<file path="src/hw/vid_pkg.sv">
`default_nettype none

package vid_pkg;

    parameter int PIX_W = 8; // bits per colour channel.

    // sync and enable travel together through every pipeline stage.
    typedef struct packed {
        logic hsync;
        logic vsync;
        logic de;
    } vid_ctrl_t;

    // erosion keeps a pixel only when its whole neighbourhood is set.
    typedef enum logic {
        MORPH_ERODE  = 1'b0,
        MORPH_DILATE = 1'b1
    } morph_mode_e;

endpackage : vid_pkg

`default_nettype wire
</file>
<file path="src/hw/vid_win_if.sv">
`timescale 1ns/10ps
`default_nettype none

interface vid_win_if
    import vid_pkg::*;
#(
    parameter int  H_ACT = 1280,
    parameter int  V_ACT = 720,
    parameter int  ROW   = 4,
    localparam int XW    = $clog2(H_ACT),
    localparam int YW    = $clog2(V_ACT)
) ();

    vid_ctrl_t      ctrl;
    logic [XW-1:0]  x;
    logic [YW-1:0]  y;      // row of the oldest line in the window.
    logic           blank;  // window not yet filled with this frame's rows.
    logic [ROW-1:0] window; // msb is the current row, lsb the oldest.

    modport src (
        output ctrl, x, y, blank, window
    );

    modport snk (
        input ctrl, x, y, blank, window
    );

endinterface : vid_win_if

`default_nettype wire

</file>
<file path="src/hw/bin_morph.sv">
`timescale 1ns/10ps
`default_nettype none

module bin_morph
    import vid_pkg::*;
#(
    parameter int  H_ACT = 1280,
    parameter int  V_ACT = 720,
    parameter int  ROW   = 4,
    localparam int XW    = $clog2(H_ACT),
    localparam int YW    = $clog2(V_ACT)
) (
    input  wire logic         clk,
    input  wire logic         rstn,
    vid_win_if.snk            i_win,
    input  wire morph_mode_e  i_mode,
    output vid_ctrl_t         o_ctrl,
    output logic [PIX_W-1:0]  o_r,
    output logic [PIX_W-1:0]  o_g,
    output logic [PIX_W-1:0]  o_b,
    output logic [XW-1:0]     o_x,
    output logic [YW-1:0]     o_y
);

    typedef struct packed {
        logic [XW-1:0] x;
        logic [YW-1:0] y;
    } coord_t;

    logic       col_val;
    logic [1:0] col_q;
    logic [2:0] nbr;
    logic       mask;
    logic       mask_q;
    logic       pix_val;
    logic       pix_q;
    coord_t     coord_in;
    coord_t     coord_d;

    always_comb begin
        col_val = 1'b0;
        case (i_mode)
            MORPH_ERODE:  col_val = &i_win.window;
            MORPH_DILATE: col_val = |i_win.window;
            default:      col_val = 1'b0;
        endcase
    end

    // columns x+1, x and x-1 around the pixel being decided.
    assign nbr = {col_val, col_q};

    always_comb begin
        pix_val = 1'b0;
        case (i_mode)
            MORPH_ERODE:  pix_val = &nbr;
            MORPH_DILATE: pix_val = |nbr;
            default:      pix_val = 1'b0;
        endcase
    end

    assign mask = !i_win.ctrl.de || i_win.blank ||
                  i_win.x == '0 || i_win.x == XW'(H_ACT-1); // no full neighbourhood here.

    always_ff @(posedge clk or negedge rstn) begin
        if (!rstn) begin
            col_q  <= '0;
            mask_q <= 1'b1;
            pix_q  <= 1'b0;
        end else begin
            col_q  <= {col_val, col_q[1]};
            mask_q <= mask;
            pix_q  <= pix_val & ~mask_q;
        end
    end

    assign coord_in.x = i_win.x;
    assign coord_in.y = i_win.y;

    sync_delay #(
        .DELAY (2),
        .T     (vid_ctrl_t)
    ) u_ctrl_dly (
        .clk    (clk),
        .rstn   (rstn),
        .i_data (i_win.ctrl),
        .o_data (o_ctrl)
    );

    sync_delay #(
        .DELAY (2),
        .T     (coord_t)
    ) u_coord_dly (
        .clk    (clk),
        .rstn   (rstn),
        .i_data (coord_in),
        .o_data (coord_d)
    );

    assign o_r = {PIX_W{pix_q}};
    assign o_g = {PIX_W{pix_q}};
    assign o_b = {PIX_W{pix_q}};
    assign o_x = coord_d.x;
    assign o_y = coord_d.y;

endmodule : bin_morph

`default_nettype wire

</file>
<file path="src/hw/sync_delay.sv">
`timescale 1ns/10ps
`default_nettype none

module sync_delay
    import vid_pkg::*;
#(
    parameter int  DELAY = 1,
    parameter type T     = vid_ctrl_t
) (
    input  wire logic clk,
    input  wire logic rstn,
    input  wire T     i_data,
    output T          o_data
);

    T stage [DELAY];

    always_ff @(posedge clk or negedge rstn) begin
        if (!rstn) begin
            for (int i = 0; i < DELAY; i++) begin
                stage[i] <= '0;
            end
        end else begin
            stage[0] <= i_data;
            for (int i = 1; i < DELAY; i++) begin
                stage[i] <= stage[i-1];
            end
        end
    end

    assign o_data = stage[DELAY-1];

endmodule : sync_delay

`default_nettype wire

</file>
<file path="src/flat_wrapper.sv">
// flat-port wrapper written by rule: the top's interface ports become plain ports
module bin_morph_flat import vid_pkg::*;
#(
    parameter int  H_ACT = 1280,
    parameter int  V_ACT = 720,
    parameter int  ROW   = 4,
    localparam int XW    = $clog2(H_ACT),
    localparam int YW    = $clog2(V_ACT)
)
  (clk, rstn, i_mode, o_ctrl, o_r, o_g, o_b, o_x, o_y, i_win_ctrl, i_win_x, i_win_y, i_win_blank, i_win_window);
  vid_win_if #(.H_ACT(H_ACT), .V_ACT(V_ACT), .ROW(ROW)) i_win_i ();
  input  wire logic clk;
  input  wire logic rstn;
  input  wire morph_mode_e i_mode;
  output vid_ctrl_t o_ctrl;
  output logic [PIX_W-1:0] o_r;
  output logic [PIX_W-1:0] o_g;
  output logic [PIX_W-1:0] o_b;
  output logic [XW-1:0] o_x;
  output logic [YW-1:0] o_y;
  input wire logic [$bits(i_win_i.ctrl)-1:0] i_win_ctrl;
  input wire logic [$bits(i_win_i.x)-1:0] i_win_x;
  input wire logic [$bits(i_win_i.y)-1:0] i_win_y;
  input wire logic [$bits(i_win_i.blank)-1:0] i_win_blank;
  input wire logic [$bits(i_win_i.window)-1:0] i_win_window;
  assign i_win_i.ctrl = i_win_ctrl;
  assign i_win_i.x = i_win_x;
  assign i_win_i.y = i_win_y;
  assign i_win_i.blank = i_win_blank;
  assign i_win_i.window = i_win_window;
  bin_morph #(.H_ACT(H_ACT), .V_ACT(V_ACT), .ROW(ROW)) u_core (.clk(clk), .rstn(rstn), .i_win(i_win_i), .i_mode(i_mode), .o_ctrl(o_ctrl), .o_r(o_r), .o_g(o_g), .o_b(o_b), .o_x(o_x), .o_y(o_y));
endmodule
</file>
<file path="config.mk">
export PLATFORM = sky130hd
export DESIGN_NAME = bin_morph_flat
export DESIGN_NICKNAME = d
export VERILOG_FILES = /design/src/hw/vid_pkg.sv /design/src/hw/vid_win_if.sv /design/src/hw/bin_morph.sv /design/src/hw/sync_delay.sv /design/src/flat_wrapper.sv
export SDC_FILE = /design/constraint.sdc
export NUM_CORES = 1
export LEC_CHECK = 0
export BUFFER_PORTS_ARGS = -buffer_cell sky130_fd_sc_hd__buf_2
export CAP_MARGIN = 10
export CORE_AREA = 3 3 64 66
export CTS_CLUSTER_DIAMETER = 50
export DETAILED_ROUTE_END_ITERATION = 7
export DIE_AREA = 0 0 67 69
export GPL_ROUTABILITY_DRIVEN = 0
export PLACE_DENSITY = 0.93
export SLEW_MARGIN = 30
export SYNTH_ARGS = -nofsm -noshare
export SYNTH_HDL_FRONTEND = slang
export SYNTH_SLANG_ARGS = --single-unit
</file>
<file path="constraint.sdc">
create_clock -name clk -period 2.88 [get_ports clk]
set_input_delay 0.432 -clock clk [delete_from_list [all_inputs] [get_ports clk]]
set_output_delay 0.432 -clock clk [all_outputs]
set_load 0.02 [all_outputs]
</file>
# Word-level counts from Yosys, hierarchy flattened
# Index checks and enable logic that the tools add are counted.
# W data, S select, Z words.
[op_classes]
eq_ne = 1
muxes = 2
bitwise = 3
n_reduce_logical = 9
[ops]
columns = ["operator", "n"]
rows = [
  ["$eq A11 B11 Y1 const B", 1],
  ["$logic_not A11 Y1", 1],
  ["$pmux W1 S2", 2],
  ["$reduce_and A4 Y1", 1],
  ["$reduce_or A4 Y1", 1],
  ["$logic_or A1 B1 Y1", 3],
  ["$reduce_and A3 Y1", 1],
  ["$reduce_or A3 Y1", 1],
  ["$not A1 Y1", 2],
  ["$and A1 B1 Y1", 1],
  ["$logic_not A1 Y1", 1],
]
[word_totals]
regBits = 52
out_inout_bits = 48

# Depth between registers and ports, before layout
[depth]
ltp_word = 5
ltp_mapped = 3

# Hierarchy
# Synthesis repeated with hierarchy kept, for this count alone.
[hier_totals]
hier_cells = 117
hier_area_um2 = 1769.2
[by_module_without_submodules]
columns = ["module", "n_inst", "cells_per_inst", "area_each_um2"]
rows = [
  ["sync_delay at u_core.u_coord_dly", 1, 63, 1208.7],
  ["bin_morph", 1, 45, 387.9],
  ["sync_delay at u_core.u_ctrl_dly", 1, 9, 172.7],
]

# Worst setup path before layout
# No wires, ideal clock.
[synth_path]
kind = "reg2out"
start = "register u_core.pix_q"
end = "output port o_b[0]"
arrival_ns = 0.886
t_required_ns = 2.448
path_slack_ns = 1.562
stages_incl_launch_ff = 2
path_buffers = 1
cell_sequence = "dfrtp_1 > buf_4"
[synth_rtl]
columns = ["item", "line", "rtl"]
rows = [
  ["from (decl)", "bin_morph.sv:36", "logic pix_q;"],
  ["from (signal assigned)", "bin_morph.sv:72", "pix_q <= pix_val & ~mask_q;"],
  ["to (decl)", "flat_wrapper.sv:18", "output logic [PIX_W-1:0] o_b;"],
]
# No word-level cell between the ends.

# Worst setup path in the final report
[layout_path]
start = "register u_core.pix_q"
end = "output port o_g[4]"
[layout_rtl]
columns = ["item", "line", "rtl"]
rows = [
  ["to (decl)", "flat_wrapper.sv:17", "output logic [PIX_W-1:0] o_g;"],
]
# No word-level cell between the ends.

==> results.toml <==
[global_routing]
grt_max_degree = 53
grt_pass1_wl_um = 3880
grt_overflow = 0
antenna_found_initial = 0
grt_pass1_vias = 803
grtUsageTotal = 0.119

[drt]
ant_nets = 0
drtIter0Drc = 4
drt_drc_violations_left = 0
num_vias = 859
vias_per_cell = 4.21
detail_route.wirelength_um = 2530
post_drt_wl_per_cell_um = 12.4
firstDrtPassIters = 3

[worst_setup_path]
rr_startpoint = "u_core.col_q[1]"
startpoint = "u_core.pix_q"
criticalPathCategory = "reg -> out"
critical-path-max-stage-delay_ns = 0.62
crit_slowest_cell = "dfrtp_1"
cp.depth = 1
arrival_ns = 1.16
crit_path_start_kind = "flip-flop"
path_cells = "buf_2"
crit_path_end_kind = "output port"
worstRegToRegCells = 2
r2r_end = "u_core.pix_q"
endpoint = "o_g[4]"
crit_fanout = 24
required_ns = 2.45
cp_top_family = "flip-flops"
path_buf_inv = 1
reg2reg_slack_ns = 1.99

[synth]
ys_ff_latch = 52
synth_edf_count = 0
ys_async_sr_fraction = 1.00
synth_top_area_cell = "dfrtp_1"
synth_top_area_share = 0.724
synthDistinctLibCells = 15
ys_seq_area_frac = 0.739
synth_warnings = 0
synth_area_leaders = "dfrtp_1 72%, buf_4 20%, dfstp_2 1.5%"
synth_flop_cell = "dfrtp_1"
syn_area_per_cell_um2 = 15.1
synth_fp_nets = 149
synth_most_common_cell = "dfrtp_1"
synth_common_cells = "51 x dfrtp_1, 48 x buf_4"
synthCells = 117
synth_area_mm2 = 0.00176

[clocking]
root_buffer = "clkbuf_8"
path_clk_slew_ns = 0.09
cts.sinks = 52
insertion_delay_ns = 0.29
cts_tree = "yes"
clock_path_buffers = 2
cts_buffers = 5
postCtsHoldBufs = 0
cts_max_level = 2
cts_resized = 0
postCtsSetupBuffers = 0

[die]
die_w_um = 67
die_area_mm2 = 0.00462
die_h_um = 69
core-area_mm2 = 0.00363
num_rows = 22
initial_core_util = 0.485
boundaryPins = 80

[timing]
relSlewSlack = 0.609
setup_viol = 0
max_freq_mhz = 629
post-route-period-util = 0.552
fin_crit_ns = 1.59
grt_setup_unrepaired = "false"
slew_viol_final = 0
hold_viol = 0
tightestPinTransition_ns = 0.586
fin_tns_setup_ns = 0
clock_skew_ns = 0.00390

[placed_design]
dp_hpwl_um = 2010
portBuffers = 79

[run_status]
outcome = "completed"

[power_and_ir_drop]
combPwrFrac = 0.097
power_frac_seq = 0.591
p_leak_nw = 1.02
netSwitchingFraction = 0.238
vdd_drop_max_mv = 0.571
p_sw_mw = 0.315
total_power_mw = 1.32
clkPwrFrac = 0.312
power_density_mw_per_mm2 = 675
p_int_mw = 1.01

[finish]
postLayoutCoreUtil = 0.539
area_delta_synth_final_pct = 11.0
nets = 187
drive_gt1_frac = 0.564
diodes = 0

[job]
maxCapViolCount = 0

[hold_path]
worstHoldPathType = "in -> async"
==> cells by family after synthesis <==
logic type	count (synthesis)	synth area share
and+or+nand+nor	11	0.0348
DFF	52	0.739
buffers and inverters	49	0.207
AOI/OAI and AO/OA	5	0.0199
==> per-layer routing <==
layer / track usage / part of all wire / vias up
met5: 0 / 0 / -
met3: 0.0342 / 0.090 / 2
li1: - / - / 403
met1: 0.148 / 0.41 / 402
met4: 0.0676 / 0.016 / 0
met2: 0.181 / 0.48 / 52
==> worst min path at each step <==
stage | start | end | slack, ns | cells past startpoint
floorplan | rstn | u_core.col_q[0] | 0.14 | 0
global placement | u_core.u_coord_dly.stage[30] | u_core.u_coord_dly.o_data[9] | 0.33 | 0
detailed placement | u_core.u_coord_dly.stage[39] | u_core.u_coord_dly.o_data[18] | 0.33 | 0
CTS | rstn | u_core.u_coord_dly.stage[23] | 0.16 | 1
global route | rstn | u_core.u_coord_dly.o_data[8] | 0.18 | 1
finish | rstn | u_core.u_coord_dly.o_data[8] | 0.14 | 1
==> power groups by stage <==
stage | Sequential, mW | Combinational, mW | Clock [mW]
finish | 0.780 | 0.129 | 0.411
global route | 0.785 | 0.141 | 0.463
CTS | 0.781 | 0.131 | 0.421
detailed placement | 0.796 | 0.131 | 0
global placement | 0.794 | 0.128 | 0
floorplan | 0.793 | 0.105 | 0
==> sequential cells by signal (all words and copies together), names as in the netlist <==
register and cells:
u_core.u_coord_dly.stage 21, u_core.u_coord_dly.o_data 21, u_core.u_ctrl_dly.o_data 3, u_core.mask_q 1, u_core.u_ctrl_dly.stage 3, u_core.pix_q 1, u_core.col_q 2
==> cell usage in the layout (no fill, tap or decap), types with 2 or more instances in the layout <==
cell      synthesis  routed
nand4_1           2       2
clkbuf_8          0       6
buf_2             0      78
nand3_1           2       2
o31ai_1           2       2
dfrtp_1          51      51
nand2_1           2       2
nor4_1            2       2
==> layout make-up <==
type                    instances  area, um2
repair buffers                 79        398
fillers                       311       1680
inverters                       1       3.75
clock buffers                   6       82.6
flip-flops and latches         52       1300
clock inverters                 2       13.8
multi-input cells              16       96.3
well taps                      48       60.1
==> per-stage QoR <==
stage | cell area [um2] | hold WS [ns] | instances | worst slack (ns)
3_3_place_gp | 1860 | 0.331 | 196 | 1.51
2_1_floorplan | 1760 | 0.136 | 117 | 1.56
4_1_cts | 1960 | 0.159 | 204 | 1.25
5_1_grt | 1960 | 0.180 | 204 | 1.13
6_report | 1960 | 0.140 | 204 | 1.29
3_5_place_dp | 1860 | 0.335 | 196 | 1.43
Note: power is estimated with default switching activity, not from simulation.
